<file path="src/include/cpu16_params.svh">
`ifndef CPU16_PARAMS_SVH
`define CPU16_PARAMS_SVH

// Register file size
`define NUM_REGS 8

// Branch predictor table, indexed by the low bits of pcinc_id
`define PRED_ENTRIES 8

// Up to three writes in flight per register
`define SB_CNT_W 2

`endif

</file>
<file path="src/design/cpu16_pkg.sv">
package cpu16_pkg;

   typedef logic [15:0] word_t;
   typedef logic [2:0]  reg_adr_t;
   typedef logic [3:0]  alu_op_t;
   typedef logic [1:0]  pred_cnt_t;   // 2-bit saturating branch counter

   // Top field of the instruction word
   typedef enum logic [3:0] {
      OP_ALU  = 4'd0,
      OP_LI   = 4'd1,
      OP_LD   = 4'd2,
      OP_ST   = 4'd3,
      OP_BR   = 4'd4,
      OP_OUT  = 4'd5,
      OP_HALT = 4'd15
   } opcode_e;

   typedef enum logic {
      RUN    = 1'b0,
      HALTED = 1'b1
   } ctrl_state_e;

endpackage

</file>
<file path="src/design/decode_ctrl.sv">
`timescale 1ns/10ps

module decode_ctrl (
   input  logic                clk,
   input  logic                rst_n,
   input  cpu16_pkg::word_t    inst_id,
   input  logic                hazard,
   input  logic                mem_busy,
   input  logic                resolve_valid,
   input  logic                resolve_miss,
   input  cpu16_pkg::word_t    pcinc_ex,
   output cpu16_pkg::reg_adr_t rs1_adr,
   output cpu16_pkg::reg_adr_t rs2_adr,
   output cpu16_pkg::reg_adr_t regwrite_adr_id,
   output logic                uses_rs1,
   output logic                uses_rs2,
   output logic                issue_write,
   output logic                regwrite_id,
   output cpu16_pkg::alu_op_t  alu_op_id,
   output cpu16_pkg::word_t    extended_d_id,
   output logic                is_branch,
   output logic                main_mem_read_id,
   output logic                main_mem_write_id,
   output logic                out_en_id,
   output logic                is_halt_id,
   output cpu16_pkg::word_t    pcinc_evac,
   output logic                en_pc,
   output logic                en_ifid,
   output logic                flush_ifid,
   output logic                en_idex,
   output logic                flush_idex,
   output logic                en_exmem,
   output logic                en_memwb
);
   import cpu16_pkg::*;

   opcode_e     opcode;
   ctrl_state_e state;
   word_t       imm8_ext;
   word_t       imm6_ext;
   logic        mispredict;
   logic        go;            // ID instruction moves into ID/EX this cycle

   assign opcode   = opcode_e'(inst_id[15:12]);
   assign imm8_ext = {{8{inst_id[7]}}, inst_id[7:0]};
   assign imm6_ext = {{10{inst_id[5]}}, inst_id[5:0]};

   assign rs1_adr         = inst_id[8:6];
   assign rs2_adr         = (opcode == OP_ST) ? inst_id[11:9] : inst_id[5:3];  // Store data in rd field
   assign regwrite_adr_id = inst_id[11:9];

   always_comb begin
      uses_rs1          = 1'b0;
      uses_rs2          = 1'b0;
      regwrite_id       = 1'b0;
      alu_op_id         = '0;
      extended_d_id     = '0;
      is_branch         = 1'b0;
      main_mem_read_id  = 1'b0;
      main_mem_write_id = 1'b0;
      out_en_id         = 1'b0;
      case (opcode)
         OP_ALU: begin
            uses_rs1    = 1'b1;
            uses_rs2    = 1'b1;
            regwrite_id = 1'b1;
            alu_op_id   = {1'b0, inst_id[2:0]};
         end
         OP_LI: begin
            regwrite_id   = 1'b1;
            extended_d_id = imm8_ext;
         end
         OP_LD: begin
            uses_rs1         = 1'b1;
            regwrite_id      = 1'b1;
            main_mem_read_id = 1'b1;
            extended_d_id    = imm6_ext;
         end
         OP_ST: begin
            uses_rs1          = 1'b1;
            uses_rs2          = 1'b1;
            main_mem_write_id = 1'b1;
            extended_d_id     = imm6_ext;
         end
         OP_BR: begin
            is_branch     = 1'b1;
            extended_d_id = imm8_ext;
         end
         OP_OUT: begin
            uses_rs1  = 1'b1;
            out_en_id = 1'b1;
         end
         default: ;   // Halt and unused codes carry no flags
      endcase
   end

   assign mispredict  = resolve_valid & resolve_miss;
   assign go          = (state == RUN) & ~mem_busy & ~mispredict & ~hazard;
   assign issue_write = regwrite_id & go;
   assign is_halt_id  = (opcode == OP_HALT) & go;
   assign pcinc_evac  = pcinc_ex;   // Recovery address for the PC mux

   always_comb begin
      en_pc      = 1'b1;
      en_ifid    = 1'b1;
      flush_ifid = 1'b0;
      en_idex    = 1'b1;
      flush_idex = 1'b0;
      en_exmem   = 1'b1;
      en_memwb   = 1'b1;
      if (mem_busy) begin           // Whole pipe frozen
         en_pc    = 1'b0;
         en_ifid  = 1'b0;
         en_idex  = 1'b0;
         en_exmem = 1'b0;
         en_memwb = 1'b0;
      end else if (state == HALTED) begin
         en_pc      = 1'b0;
         en_ifid    = 1'b0;
         flush_idex = 1'b1;         // Drain the back end with bubbles
      end else if (mispredict) begin
         flush_ifid = 1'b1;
         flush_idex = 1'b1;
      end else if (hazard) begin
         en_pc      = 1'b0;
         en_ifid    = 1'b0;
         flush_idex = 1'b1;
      end else if (is_halt_id) begin
         en_pc   = 1'b0;            // Stop fetch as the halt issues
         en_ifid = 1'b0;
      end
   end

   always_ff @(posedge clk) begin
      if (!rst_n)
         state <= RUN;
      else if (is_halt_id)
         state <= HALTED;           // Sticky until reset
   end

endmodule

</file>
<file path="src/design/reg_file.sv">
`timescale 1ns/10ps
`include "cpu16_params.svh"

module reg_file (
   input  logic                clk,
   input  logic                rst_n,
   input  cpu16_pkg::reg_adr_t rs1_adr,
   input  cpu16_pkg::reg_adr_t rs2_adr,
   input  logic                regwrite,
   input  cpu16_pkg::reg_adr_t regwrite_adr,
   input  cpu16_pkg::word_t    regwrite_dat,
   output cpu16_pkg::word_t    rd1_id,
   output cpu16_pkg::word_t    rd2_id
);
   import cpu16_pkg::*;

   word_t regs [`NUM_REGS];

   // Same-cycle writeback wins over the stored value
   function automatic word_t read_port(reg_adr_t adr);
      if (regwrite && (regwrite_adr == adr))
         return regwrite_dat;
      return regs[adr];
   endfunction

   always_comb begin
      rd1_id = read_port(rs1_adr);
      rd2_id = read_port(rs2_adr);
   end

   always_ff @(posedge clk) begin
      if (!rst_n) begin
         for (int i = 0; i < `NUM_REGS; i++)
            regs[i] <= '0;
      end else if (regwrite) begin
         regs[regwrite_adr] <= regwrite_dat;
      end
   end

endmodule

</file>
<file path="src/design/reg_scoreboard.sv">
`timescale 1ns/10ps
`include "cpu16_params.svh"

module reg_scoreboard (
   input  logic                clk,
   input  logic                rst_n,
   input  cpu16_pkg::reg_adr_t rs1_adr,
   input  cpu16_pkg::reg_adr_t rs2_adr,
   input  logic                uses_rs1,
   input  logic                uses_rs2,
   input  logic                issue_write,
   input  cpu16_pkg::reg_adr_t regwrite_adr_id,
   input  logic                regwrite,
   input  cpu16_pkg::reg_adr_t regwrite_adr,
   input  logic                mem_busy,
   output logic                hazard
);
   import cpu16_pkg::*;

   logic [`SB_CNT_W-1:0] pend_cnt [`NUM_REGS];   // Writes in flight per register
   logic [`NUM_REGS-1:0] inc;
   logic [`NUM_REGS-1:0] dec;
   logic                 issue_ok;

   assign issue_ok = issue_write & ~mem_busy;   // Frozen pipe holds the issue back

   always_comb begin
      for (int i = 0; i < `NUM_REGS; i++) begin
         inc[i] = issue_ok && (regwrite_adr_id == reg_adr_t'(i));
         // Writebacks nothing is waiting on are ignored
         dec[i] = regwrite && (regwrite_adr == reg_adr_t'(i)) && (pend_cnt[i] != '0);
      end
   end

   always_ff @(posedge clk) begin
      if (!rst_n) begin
         for (int i = 0; i < `NUM_REGS; i++)
            pend_cnt[i] <= '0;
      end else begin
         for (int i = 0; i < `NUM_REGS; i++) begin
            if (inc[i] && !dec[i])
               pend_cnt[i] <= pend_cnt[i] + 1'b1;
            else if (dec[i] && !inc[i])
               pend_cnt[i] <= pend_cnt[i] - 1'b1;
         end
      end
   end

   assign hazard = (uses_rs1 && (pend_cnt[rs1_adr] != '0)) ||
                   (uses_rs2 && (pend_cnt[rs2_adr] != '0));

endmodule

</file>
<file path="src/design/branch_predictor.sv">
`timescale 1ns/10ps
`include "cpu16_params.svh"

module branch_predictor (
   input  logic                             clk,
   input  logic                             rst_n,
   input  logic                             is_branch,
   input  cpu16_pkg::word_t                 pcinc_id,
   input  cpu16_pkg::word_t                 extended_d_id,
   input  logic                             resolve_valid,
   input  logic [$clog2(`PRED_ENTRIES)-1:0] resolve_idx,
   input  logic                             resolve_taken,
   output logic                             jump_pred,
   output cpu16_pkg::word_t                 jump_pred_adr
);
   import cpu16_pkg::*;

   localparam int IDX_W = $clog2(`PRED_ENTRIES);

   pred_cnt_t        ctr [`PRED_ENTRIES];
   logic [IDX_W-1:0] pred_idx;
   pred_cnt_t        res_ctr;

   assign pred_idx      = pcinc_id[IDX_W-1:0];
   assign jump_pred     = is_branch & ctr[pred_idx][1];   // Upper bit set for 2 and 3
   assign jump_pred_adr = pcinc_id + extended_d_id;

   assign res_ctr = ctr[resolve_idx];

   // Train toward the resolved direction, saturating at both ends
   always_ff @(posedge clk) begin
      if (!rst_n) begin
         for (int i = 0; i < `PRED_ENTRIES; i++)
            ctr[i] <= 2'b01;           // Weakly not-taken
      end else if (resolve_valid) begin
         if (resolve_taken && (res_ctr != 2'b11))
            ctr[resolve_idx] <= res_ctr + 1'b1;
         else if (!resolve_taken && (res_ctr != 2'b00))
            ctr[resolve_idx] <= res_ctr - 1'b1;
      end
   end

endmodule

</file>
<file path="src/design/decode_stage.sv">
`timescale 1ns/10ps
`include "cpu16_params.svh"

module decode_stage (
   input  logic                             clk,
   input  logic                             rst_n,
   input  cpu16_pkg::word_t                 inst_id,
   input  cpu16_pkg::word_t                 pcinc_id,
   input  logic                             regwrite,
   input  cpu16_pkg::reg_adr_t              regwrite_adr,
   input  cpu16_pkg::word_t                 regwrite_dat,
   input  logic                             mem_busy,
   input  logic                             resolve_valid,
   input  logic [$clog2(`PRED_ENTRIES)-1:0] resolve_idx,
   input  logic                             resolve_taken,
   input  logic                             resolve_miss,
   input  cpu16_pkg::word_t                 pcinc_ex,
   output cpu16_pkg::word_t                 rd1_id,
   output cpu16_pkg::word_t                 rd2_id,
   output cpu16_pkg::reg_adr_t              regwrite_adr_id,
   output logic                             regwrite_id,
   output cpu16_pkg::alu_op_t               alu_op_id,
   output cpu16_pkg::word_t                 extended_d_id,
   output logic                             is_branch,
   output logic                             main_mem_read_id,
   output logic                             main_mem_write_id,
   output cpu16_pkg::word_t                 out_dat_id,
   output logic                             out_en_id,
   output logic                             is_halt_id,
   output logic                             jump_pred,
   output cpu16_pkg::word_t                 jump_pred_adr,
   output cpu16_pkg::word_t                 pcinc_evac,
   output logic                             en_pc,
   output logic                             en_ifid,
   output logic                             flush_ifid,
   output logic                             en_idex,
   output logic                             flush_idex,
   output logic                             en_exmem,
   output logic                             en_memwb
);
   import cpu16_pkg::*;

   reg_adr_t rs1_adr;
   reg_adr_t rs2_adr;
   logic     uses_rs1;
   logic     uses_rs2;
   logic     issue_write;
   logic     hazard;        // Scoreboard RAW flag into the controller

   decode_ctrl      core_ctrl  ( .* );
   reg_file         regs       ( .* );
   reg_scoreboard   scoreboard ( .* );
   branch_predictor bpred      ( .* );

   assign out_dat_id = rd1_id;   // OUT sends rs1 to the port

endmodule

</file>
<file path="config.mk">
export PLATFORM = sky130hd
export DESIGN_NAME = decode_stage
export DESIGN_NICKNAME = d
export VERILOG_FILES = /design/src/design/cpu16_pkg.sv /design/src/design/decode_ctrl.sv /design/src/design/reg_file.sv /design/src/design/reg_scoreboard.sv /design/src/design/branch_predictor.sv /design/src/design/decode_stage.sv
export VERILOG_INCLUDE_DIRS = /design/src /design/src/include
export SDC_FILE = /design/constraint.sdc
export NUM_CORES = 1
export LEC_CHECK = 0
export ABC_CLOCK_PERIOD_IN_PS = 4900
export BUFFER_PORTS_ARGS = -buffer_cell sky130_fd_sc_hd__buf_2
export CAP_MARGIN = 0
export CORE_MARGIN = 5
export CORE_UTILIZATION = 35
export CTS_CLUSTER_DIAMETER = 100
export CTS_CLUSTER_SIZE = 16
export DETAILED_ROUTE_END_ITERATION = 10
export GPL_ROUTABILITY_DRIVEN = 0
export PLACE_DENSITY = 0.58
export SLEW_MARGIN = 20
export SYNTH_ARGS = -nofsm -noshare
export SYNTH_HDL_FRONTEND = slang
export SYNTH_SLANG_ARGS = --single-unit
</file>
<file path="constraint.sdc">
create_clock -name clk -period 4.9 [get_ports clk]
set_input_delay 0.49 -clock clk [delete_from_list [all_inputs] [get_ports clk]]
set_output_delay 0.49 -clock clk [all_outputs]
set_load 0.02 [all_outputs]
</file>
==> summary.md, run 1 <==
| Metric | Value |
|---|---|
| Status | `finished, final reports clean` |
| Sequential cell area | `0.00482 sq mm` |
| WL per Instance | `20.9 um` |
| Seq/Total Area, Yosys | `0.454` |
| Crit path max fanout | `7` |
| Area of the multi-input gates | `0.00527 sq mm` |
| Clk root buf | `clkbuf_16` |
| Initial Utilization | `0.357` |
| Total GRT Usage | `0.172` |
| Hold violation total from the final report | `0` |
| Cts bufs inserted | `17` |
| Max incr delay on CP | `430 ps` |
| Share of layout cells above drive strength 1 | `0.306` |
| Die ar. | `0.0339 sq mm` |
| Global-route wire length before repair | `44800 um` |
| Core ar. | `0.0298 sq mm` |
| Synth Area in Compound Gates | `0.0607` |
| Post-detail-place hpwl | `19600 um` |
| Clock H-tree levels | `4` |
| First-pass iteration count of the detailed router | `7` |
| WS Path Type | `in -> out` |
| Remaining Overflow, GRT | `0` |
| Mapped Nets | `1010` |
| I/O Pins | `194` |
| Pin count of the biggest net entering global routing | `41` |
| Delay-heaviest family, CP | `simple AND/OR/NAND/NOR gates` |
| WP buf/inv | `4` |
| Leak | `4.86 nW` |
| Peak supply drop | `0.000172 V` |
| Worst setup EP type | `output pin` |
| Synth Warn # | `0` |
| Post-synth top area cell | `edfxtp_1` |
| Synth Instances | `916` |
| Filler cells | `2827` |
| Die Width | `184 um` |
| Post-Synth Simple-Gate Area | `0.185` |
| Vias in the first global route | `7689` |
| Yosys top cell area share | `0.452` |
| Hold Crit Class | `in -> reg` |
| Xor/xnor cell area share of the yosys netlist | `0.0247` |
| # hold bufs at CTS | `0` |
| Fmax achieved | `221 MHz` |
| Setup violators final | `0` |
| CTS Sinks | `161` |
| Area Growth Syn to Fin | `15.1%` |
| IO Port Bufs | `160` |
| Fin crit share | `0.922` |
| Starting DRT DRC Count | `610` |
| Largest family of logic cells by synthesized area | `multiplexers` |
| Final Max Slew Viols | `0` |
| RSZ-0062 raised after global routing | `false` |
| Fin nets | `1104` |
| Critical path data required time | `4410 ps` |
| Cell row count | `63` |
| TritonCTS clock tree | `done` |
| Syn_area_per_cell | `11.6 sq um` |
| Drt drc | `0` |
| Mux share of post-synthesis cell area | `0.195` |
| Worst Tran Pin Value | `1060 ps` |
| Setup TNS Final | `0 ps` |
| Skew final | `17.1 ps` |
| Post-Syn Area | `0.0106 sq mm` |
| Synth top area cells | `edfxtp_1 45%, mux4_2 15%, and3_1 4.4%` |
| Max clock buf depth | `2` |
| N_diodes | `0` |
| Worst skew pair latency | `440 ps` |
| Critical Path AT | `4030 ps` |
| Critical path's slowest cell | `or4_1` |
| Synth Area in Adders | `0.0207` |
| Startpoint Class | `input pin` |
| Cell Chain, Critical Path | `buf_2 -> nor2_2 -> xor2_1 -> nor2_2 -> nand2_1 -> inv_1 -> ha_1 -> a211oi_1 -> nor2_1 -> nor3_1 -> o31ai_1 -> or4_1 -> nor3b_1 -> a2111oi_0 -> buf_4 -> a21oi_1 -> xnor2_1 -> buf_2` |
| Distinct cell type count after synthesis | `55` |
| Final core occ | `0.410` |
| Design Power | `3.85 mW` |
| Post-synthesis register bit count | `161` |
| Vias per inst | `5.50` |
| Drt total wl | `29500 um` |
| Clock transition at path regs | `80 ps` |
| Post-route ant nets | `0` |
| Max_cap viols | `0` |
| DIE HEIGHT | `184 um` |
| PwrDens | `315 mW/mm^2` |
| Initial antenna violation count | `1` |
| Detailed-route via count | `7768` |
| Max-slew headroom | `0.293` |
| Fin crit period | `4520 ps` |
cells in the final DEF, fill, tap and decap left out, types with 22 or more instances in the layout:
cell,count
nor2_1,66
a21oi_1,33
o21ai_0,29
mux4_2,70
buf_2,160
nor3_1,22
and3_1,74
mux2i_1,42
edfxtp_1,160
and2_1,73
nand2_1,53
registers in the layout, summed over array words and instances, names as in the netlist:
register and cells:
core_ctrl.state 1, regs.regs 128, scoreboard.pend_cnt 16, bpred.ctr 16
area by class of cell:
class                   count  share of cell area
inverters                  12             0.00369
clock buffers              17              0.0348
repair buffers            181              0.0805
multi-input cells         637               0.431
flip-flops and latches    161               0.395
well taps                 390              0.0399
clock inverters            15              0.0156
where the power goes:
part / switching [mW] / internal, mW
clock network: 0.651 / 0.738
logic: 0.500 / 0.320
registers: 0.0442 / 1.60
metal layers:
metal | up-vias | wire length (um) | GRT usage
li1 | 3582 | - | -
met2 | 249 | 15200 | 0.303
met3 | 39 | 1710 | 0.0330
met1 | 3896 | 12000 | 0.216
met5 | - | 7 | 0
met4 | 2 | 556 | 0.0500
path summary, 6_finish.rpt:
path	startpoint	to	slack [ps]	depth (start not counted)
worst max-delay path	inst_id[12]	jump_pred_adr[15]	380	18
worst min register to register	core_ctrl.state	core_ctrl.state	530	1
worst min-delay path	regwrite_dat[7]	regs.regs[4][7]	450	2
worst max register to register	bpred.ctr[0][0]	bpred.ctr[2][0]	2000	7
timing repair:
action / CTS / global route
hold endpoints to repair: 0 / 0
setup buffers: 0 / 0
endpoints found under the setup margin: 0 / 2
gates resized for setup: 0 / 2
Yosys cell counts, drive strengths merged:
cell type,n
nand3b,4
o41a,1
a21oi,34
nor3,26
nand4,6
nand2,54
or2,4
inv,12
and3,74
nor4b,2
fa,1
nor2,71
xor2,9
a21boi,7
nand3,7
mux4,70
or3,1
nor3b,7
or3b,3
a221oi,1
o31ai,3
o21a,10
a211oi,6
mux2i,45
a21o,3
and2,73
ha,16
or4,2
conb,1
xnor2,21
clkbuf,44
nor4,4
buf,62
edfxtp,160
dfxtp,1
nor2b,8
or4b,5
nand2b,9
mux2,3
o22ai,1
o311ai,1
a2111oi,1
a31oi,2
o21ai,40
nor4bb,1
cell families (layout without fill, tap and decap cells):
group,Yosys count,after routing
fa+ha+maj,17,17
compound gates,110,110
flops,161,161
mux,118,118
buf+inv,118,225
xor+xnor,30,30
simple gates,361,361
other cells,1,1
per-stage QoR:
step | setup WS, ps | area (sq um) | hold slack (ps) | std cells
2_1_floorplan | 258 | 10600 | 487 | 916
3_3_place_gp | 325 | 11600 | 512 | 1381
3_5_place_dp | 265 | 11600 | 510 | 1381
4_1_cts | 238 | 12200 | 443 | 1413
5_1_grt | 18.4 | 12200 | 450 | 1413
6_report | 381 | 12200 | 448 | 1413
Power figures use the tool's default switching activity.
==> inputs of run 2 (changes only) <==
--- a/config.mk
+++ b/config.mk
@@ -15,8 +15,8 @@
 export CTS_CLUSTER_SIZE = 16
 export DETAILED_ROUTE_END_ITERATION = 10
 export GPL_ROUTABILITY_DRIVEN = 0
-export PLACE_DENSITY = 0.58
 export SLEW_MARGIN = 20
 export SYNTH_ARGS = -nofsm -noshare
 export SYNTH_HDL_FRONTEND = slang
+export SYNTH_HIERARCHICAL = 1
 export SYNTH_SLANG_ARGS = --single-unit
==> summary.md, run 2 <==
| Metric | Value |
|---|---|
| Status | `finished, final reports clean` |
| Drt drc | `0 (unchanged)` |
| WS Path Type | `in -> out` |
| Commonest cells after routing, fill and taps aside | `160 x edfxtp_1, 160 x buf_2, 141 x and2_1` |
| Synth top area cells | `edfxtp_1 43%, mux4_1 14%, and2_1 7.9%` |
| Most common cell in the netlist | `edfxtp_1` |
| Synth Warn # | `6 (+6)` |
| Max clock buf depth | `2 (unchanged)` |
| Post-detail-place hpwl | `19500 um (-0.45%)` |
| Starting DRT DRC Count | `549 (-10%)` |
| Fmax achieved | `266 MHz (+20%)` |
| Design Power | `3.90 mW (+1.1%)` |
| Leak | `4.89 nW (+0.62%)` |
| Clock power share | `0.369 (+0.008)` |
| Max_cap viols | `0 (unchanged)` |
| Skew final | `7.05 ps (-10.0 ps)` |
| Fin crit share | `0.767 (-0.155)` |
| Max incr delay on CP | `840 ps (+410 ps)` |
| Critical path data required time | `4410 ps (about the same)` |
| Post-route ant nets | `0 (unchanged)` |
| Die ar. | `0.0357 sq mm (+5.3%)` |
| TritonCTS clock tree | `done` |
| Hold violation total from the final report | `0 (unchanged)` |
| Global-route wire length before repair | `43300 um (-3.5%)` |
| IO Port Bufs | `160 (unchanged)` |
| Seq/Total Area, Yosys | `0.430 (-0.0240)` |
| Hold Crit Class | `in -> reg` |
| DIE HEIGHT | `189 um (+2.6%)` |
| Fin nets | `1060 (-4.0%)` |
| Vias per inst | `5.40 (-1.8%)` |
| RSZ-0062 raised after global routing | `false` |
| Initial antenna violation count | `3 (+2)` |
| Share of layout cells above drive strength 1 | `0.325 (+0.0192)` |
| Clock transition at path regs | `70 ps (about the same)` |
| Setup violators final | `0 (unchanged)` |
| Area Growth Syn to Fin | `12.6%` |
| Vias in the first global route | `7385 (-4.0%)` |
| Commonest cells in the netlist | `160 x edfxtp_1, 141 x and2_1, 60 x mux4_1, 56 x mux2_2, 52 x buf_4` |
| # resized after CTS | `0 (unchanged)` |
| Total GRT Usage | `0.157 (-0.0154)` |
| Worst skew pair latency | `430 ps (about the same)` |
| Comb power frac | `0.211 (-0.002)` |
| Cell Chain, Critical Path | `buf_2 -> buf_4 -> xnor2_1 -> nand4_1 -> buf_4 -> mux2_4 -> buf_2` |
| EDFF count, synth | `160 (unchanged)` |
| Post-synth top flop | `edfxtp_1` |
| Fin cells | `1381 (-2.3%)` |
| Detailed-route via count | `7455 (-4.0%)` |
| NetSw | `1.09 mW (-9.0%)` |
| Post-synth top area cell | `edfxtp_1` |
| Core ar. | `0.0316 sq mm (+6.2%)` |
| PwrDens | `309 mW/mm^2 (-2.2%)` |
| Clock H-tree levels | `4 (unchanged)` |
| Sequential cell area | `0.00482 sq mm (unchanged)` |
| Clk root buf | `clkbuf_16` |
| Mapped Nets | `956 (-5.3%)` |
| Area of the multi-input gates | `0.00568 sq mm (+7.8%)` |
| Cell row count | `65 (+3.2%)` |
| Startpoint Class | `input pin` |
| Setup TNS Final | `0 ps (unchanged)` |
| Crit path max fanout | `33 (+26)` |
| Pin count of the biggest net entering global routing | `37 (-9.8%)` |
| Worst Tran Pin Value | `1120 ps (+59.8 ps)` |
| # hold bufs at CTS | `0 (unchanged)` |
| Synth Instances | `862 (-5.9%)` |
| Critical path's slowest cell | `nand4_1` |
| WL per Instance | `20.8 um (-0.48%)` |
| Yosys top cell area share | `0.428 (-0.0239)` |
| Post-CTS Setup Inserts | `0 (unchanged)` |
| Post-Syn Area | `0.0112 sq mm (+5.6%)` |
| Remaining Overflow, GRT | `0 (unchanged)` |
| Async set-reset flop share out of synthesis | `0 (unchanged)` |
| Worst setup EP type | `output pin` |
| Max-slew headroom | `0.253 (-0.0399)` |
| Syn_area_per_cell | `13.0 sq um (+12%)` |
| Largest registers | `regs/regs: 128 flops, bpred/ctr: 16 flops, scoreboard/pend_cnt: 16 flops` |
| Initial Utilization | `0.355 (-0.00200)` |
| Distinct cell type count after synthesis | `80 (+45%)` |
| Drt total wl | `28700 um (-2.7%)` |
| I/O Pins | `194 (unchanged)` |
| Max FFs per register | `128 (unchanged)` |
| Critical Path AT | `3270 ps (-760 ps)` |
| Die Width | `189 um (+2.6%)` |
| First-pass iteration count of the detailed router | `5 (-2)` |
| Largest reg by FF count | `regs/regs` |
| CTS Sinks | `161 (unchanged)` |
| Flop pwr share | `0.420 (-0.007)` |
| Filler cells | `2989 (+5.7%)` |
| Post-synthesis register bit count | `161 (unchanged)` |
| Placed cell count | `1349 (-2.3%)` |
| Cts bufs inserted | `17 (unchanged)` |
| Fin crit period | `3760 ps (-760 ps)` |
| Pint | `2.81 mW (+5.6%)` |
| Final Max Slew Viols | `0 (unchanged)` |
| Switching power share of the total | `0.279 (-0.0311)` |
| Peak supply drop | `0.000173 V (+0.46%)` |
==> run 2: final timing paths <==
check                                 start                         to  slack [ps]  depth (start not counted)
setup / recovery                 inst_id[7]                 rd1_id[14]        1140                          7
hold / removal              regwrite_dat[2]            regs/regs[2][2]         460                          2
setup reg to reg  scoreboard/pend_cnt[7][0]  scoreboard/pend_cnt[5][0]        1930                         10
hold reg to reg             core_ctrl/state            core_ctrl/state         540                          1
==> run 2: cells by family (layout without fill, tap and decap cells) <==
kind of cell | after synthesis | in the layout | share of synthesized area
adders and majority gates | 17 | 17 | 0.0196
buffers and inverters | 106 | 222 | 0.0671
AOI/OAI and AO/OA | 92 | 92 | 0.0585
and+or+nand+nor | 310 | 310 | 0.167
xor gates and xnor gates | 35 | 35 | 0.0273
DFF | 161 | 161 | 0.430
muxes | 140 | 140 | 0.230
other | 1 | 2 | 0.000334
==> run 2: worst max-delay path, delay by kind of cell <==
| kind | cells | cell delay (ps) |
|---|---|---|
| simple gates | 1 | 840 |
| mux | 1 | 340 |
| xor+xnor | 1 | 170 |
| buf+inv | 4 | 1410 |
==> run 2: final cells by class <==
cell class / instances / share of cell area
Inverter: 9 / 0.00267
Clock buffer: 18 / 0.0340
Antenna cell: 1 / 0.000198
Clock inverter: 13 / 0.0155
Tap cell: 402 / 0.0398
Multi-Input combinational cell: 595 / 0.449
Timing Repair Buffer: 182 / 0.0765
Sequential cell: 161 / 0.382
==> run 2: through the flow <==
step	hold WS [ps]	utilization	setup WS, ps	area [sq um]
after floorplan	488	-	956	11200
after global routing	449	0.399	957	12600
after CTS	431	0.399	1070	12600
after detailed placement	525	0.379	989	12000
final	456	0.399	1140	12600
after global placement	517	0.379	1090	12000
==> run 2: routing by layer <==
metal  global-route usage  wire [um]
met2                0.260      13400
met4               0.0440        508
met5                    0         23
met1                0.210      12800
met3               0.0328       1930
==> run 2: power by group through the flow <==
stage / Clock, mW / Combinational [mW] / Sequential, mW
floorplan: 0 / 0.639 / 1.65
global placement: 0 / 0.824 / 1.66
detailed placement: 0 / 0.830 / 1.67
CTS: 1.47 / 0.832 / 1.64
global route: 1.52 / 0.887 / 1.65
finish: 1.44 / 0.822 / 1.64
==> inputs of run 3 (changes only) <==
--- a/config.mk
+++ b/config.mk
@@ -6,7 +6,7 @@
 export SDC_FILE = /design/constraint.sdc
 export NUM_CORES = 1
 export LEC_CHECK = 0
-export ABC_CLOCK_PERIOD_IN_PS = 4900
+export ABC_CLOCK_PERIOD_IN_PS = 3800
 export BUFFER_PORTS_ARGS = -buffer_cell sky130_fd_sc_hd__buf_2
 export CAP_MARGIN = 0
 export CORE_MARGIN = 5
==> constraint.sdc (replaced) <==
create_clock -name clk -period 3.8 [get_ports clk]
set_input_delay 0.38 -clock clk [delete_from_list [all_inputs] [get_ports clk]]
set_output_delay 0.38 -clock clk [all_outputs]
set_load 0.02 [all_outputs]
==> summary.md, run 3 (synthesis gave the netlist of run 2 again) <==
| Metric | Value |
|---|---|
| Status | `finished, final reports clean` |
| Clk root buf | `clkbuf_16` |
| Peak supply drop | `0.000242 V (+40%)` |
| Post-route ant nets | `0 (unchanged)` |
| Final Max Slew Viols | `0 (unchanged)` |
| Largest reg by FF count | `regs/regs` |
| Detailed-route via count | `7463 (+0.11%)` |
| Crit path from | `inst_id[12]` |
| RSZ-0062 raised after global routing | `false` |
| Skew final | `8.18 ps (+1.13 ps)` |
| Fin nets | `1070 (+0.94%)` |
| # hold bufs at CTS | `0 (unchanged)` |
| Total GRT Usage | `0.159 (+0.00254)` |
| Fin cells | `1392 (+0.80%)` |
| Startpoint Class | `input pin` |
| Area Growth Syn to Fin | `13.1%` |
| Commonest cells after routing, fill and taps aside | `160 x edfxtp_1, 160 x buf_2, 141 x and2_1` |
| Core ar. | `0.0316 sq mm (unchanged)` |
| Starting DRT DRC Count | `452 (-18%)` |
| Drt total wl | `29200 um (+1.8%)` |
| Max-slew headroom | `0.394 (+0.141)` |
| Crit path to | `jump_pred_adr[14]` |
| Setup violators final | `0 (unchanged)` |
| Initial antenna violation count | `3 (unchanged)` |
| Setup TNS Final | `0 ps (unchanged)` |
| Crit path max fanout | `8 (-76%)` |
| Worst skew pair latency | `440 ps (about the same)` |
| TritonCTS clock tree | `done` |
| RR Startpoint | `scoreboard/pend_cnt[7][0]` |
| DIE HEIGHT | `189 um (unchanged)` |
| Hold Crit Class | `in -> reg` |
| CTS Sinks | `161 (unchanged)` |
| Sequential cell area | `0.00482 sq mm (unchanged)` |
| Critical Path AT | `3210 ps (-60 ps)` |
| Top Layer Used | `met5` |
| Leak | `4.93 nW (+0.69%)` |
| Pint | `3.56 mW (+27%)` |
| Worst hold slack | `332 ps (-125 ps)` |
| # resized after CTS | `0 (unchanged)` |
| First-pass iteration count of the detailed router | `5 (unchanged)` |
| Cell row count | `65 (unchanged)` |
| Post-detail-place hpwl | `19800 um (+1.7%)` |
| Placed cell count | `1359 (+0.74%)` |
| Wire length on met2 | `13800 um (+2.7%)` |
| Reg-to-reg slack, setup | `880 ps (-1050 ps)` |
| Largest registers | `regs/regs: 128 flops, bpred/ctr: 16 flops, scoreboard/pend_cnt: 16 flops` |
| Worst setup EP type | `output pin` |
| IO Port Bufs | `160 (unchanged)` |
| Critical R2R Capture | `scoreboard/pend_cnt[2][1]` |
| PwrDens | `393 mW/mm^2 (+27%)` |
| Switching power share of the total | `0.285 (+0.00549)` |
| Fin crit share | `0.944` |
| Met3 Routed Length | `1710 um (-11%)` |
| Flop pwr share | `0.424 (+0.004)` |
| Initial Utilization | `0.355 (unchanged)` |
| Remaining Overflow, GRT | `0 (unchanged)` |
| Reg2reg path depth | `10 (unchanged)` |
| Clock H-tree levels | `4 (unchanged)` |
| Area of the multi-input gates | `0.00567 sq mm (about the same)` |
| Clock power share | `0.361 (-0.008)` |
| Die ar. | `0.0357 sq mm (unchanged)` |
| Vias in the first global route | `7341 (-0.60%)` |
| Max clock buf depth | `2 (unchanged)` |
| Drt drc | `0 (unchanged)` |
| Max_cap viols | `0 (unchanged)` |
| Fmax achieved | `279 MHz` |
| Hold violation total from the final report | `0 (unchanged)` |
| WL met1 | `13000 um (+1.5%)` |
| Global-route wire length before repair | `43500 um (+0.57%)` |
| Vias per inst | `5.36 (-0.68%)` |
| Filler cells | `3009 (+0.67%)` |
| Share of layout cells above drive strength 1 | `0.332 (+0.00649)` |
| Cts bufs inserted | `17 (unchanged)` |
| Worst Tran Pin Value | `908 ps (-213 ps)` |
| Pin count of the biggest net entering global routing | `38 (+2.7%)` |
| WS Path Type | `in -> out` |
| Critical path data required time | `3420 ps (-990 ps)` |
| Max FFs per register | `128 (unchanged)` |
| Comb power frac | `0.215 (+0.004)` |
| Fin crit period | `3590 ps` |
| WL per Instance | `21.0 um (+0.99%)` |
| Clock transition at path regs | `70 ps (about the same)` |
| Die Width | `189 um (unchanged)` |
| Post-CTS Setup Inserts | `0 (unchanged)` |
| I/O Pins | `194 (unchanged)` |
| NetSw | `1.42 mW (+30%)` |
[run 3: routing by layer]
metal / up-vias / global-route usage
met3: 47 / 0.0345
met1: 3665 / 0.210
li1: 3510 / -
met5: - / 0
met2: 237 / 0.263
met4: 4 / 0.0547
[run 3: final cells by class]
type | count | area share
Tap cell | 402 | 0.0397
Antenna cell | 1 | 0.000197
Multi-Input combinational cell | 595 | 0.447
Timing Repair Buffer | 192 | 0.0821
Clock buffer | 18 | 0.0338
Inverter | 9 | 0.00266
Sequential cell | 161 | 0.380
Clock inverter | 14 | 0.0139
[run 3: power groups by stage]
stage / clock network [mW] / logic, mW / registers [mW]
3_5_place_dp: 0 / 1.08 / 2.15
2_1_floorplan: 0 / 0.824 / 2.13
6_report: 1.80 / 1.07 / 2.11
4_1_cts: 1.84 / 1.08 / 2.11
5_1_grt: 1.91 / 1.15 / 2.12
3_3_place_gp: 0 / 1.07 / 2.14
[run 3: worst min path at each step]
| stage | start | to | slack (ps) | cells after the start |
|---|---|---|---|---|
| 5_1_grt | regwrite_dat[2] | regs/regs[2][2] | 340 | 2 |
| 4_1_cts | regwrite_dat[11] | regs/regs[5][11] | 320 | 2 |
| 6_report | regwrite_dat[4] | regs/regs[3][4] | 330 | 2 |
| 3_5_place_dp | core_ctrl/state | core_ctrl/state | 510 | 1 |
| 3_3_place_gp | core_ctrl/state | core_ctrl/state | 520 | 1 |
| 2_1_floorplan | core_ctrl/state | core_ctrl/state | 490 | 1 |
[run 3: stage by stage]
stage	util	setup WS, ps	total power, mW	instance area (sq um)
2_1_floorplan	-	75.6	2.95	11200
3_3_place_gp	0.382	215	3.21	12100
3_5_place_dp	0.382	93.4	3.23	12100
4_1_cts	0.401	189	5.03	12700
5_1_grt	0.401	55.3	5.18	12700
6_report	0.401	213	4.98	12700
[run 3: worst max-delay path, stage by stage]
cell     delay (ps)
buf_2           130
buf_4           170
o21a_1          180
nor3_2          280
and2_1          200
ha_1            200
fa_1            240
a21o_1          150
nand3_1         100
a31oi_1         300
a41oi_1         240
o21ai_0         250
xor2_1          180
buf_2           190
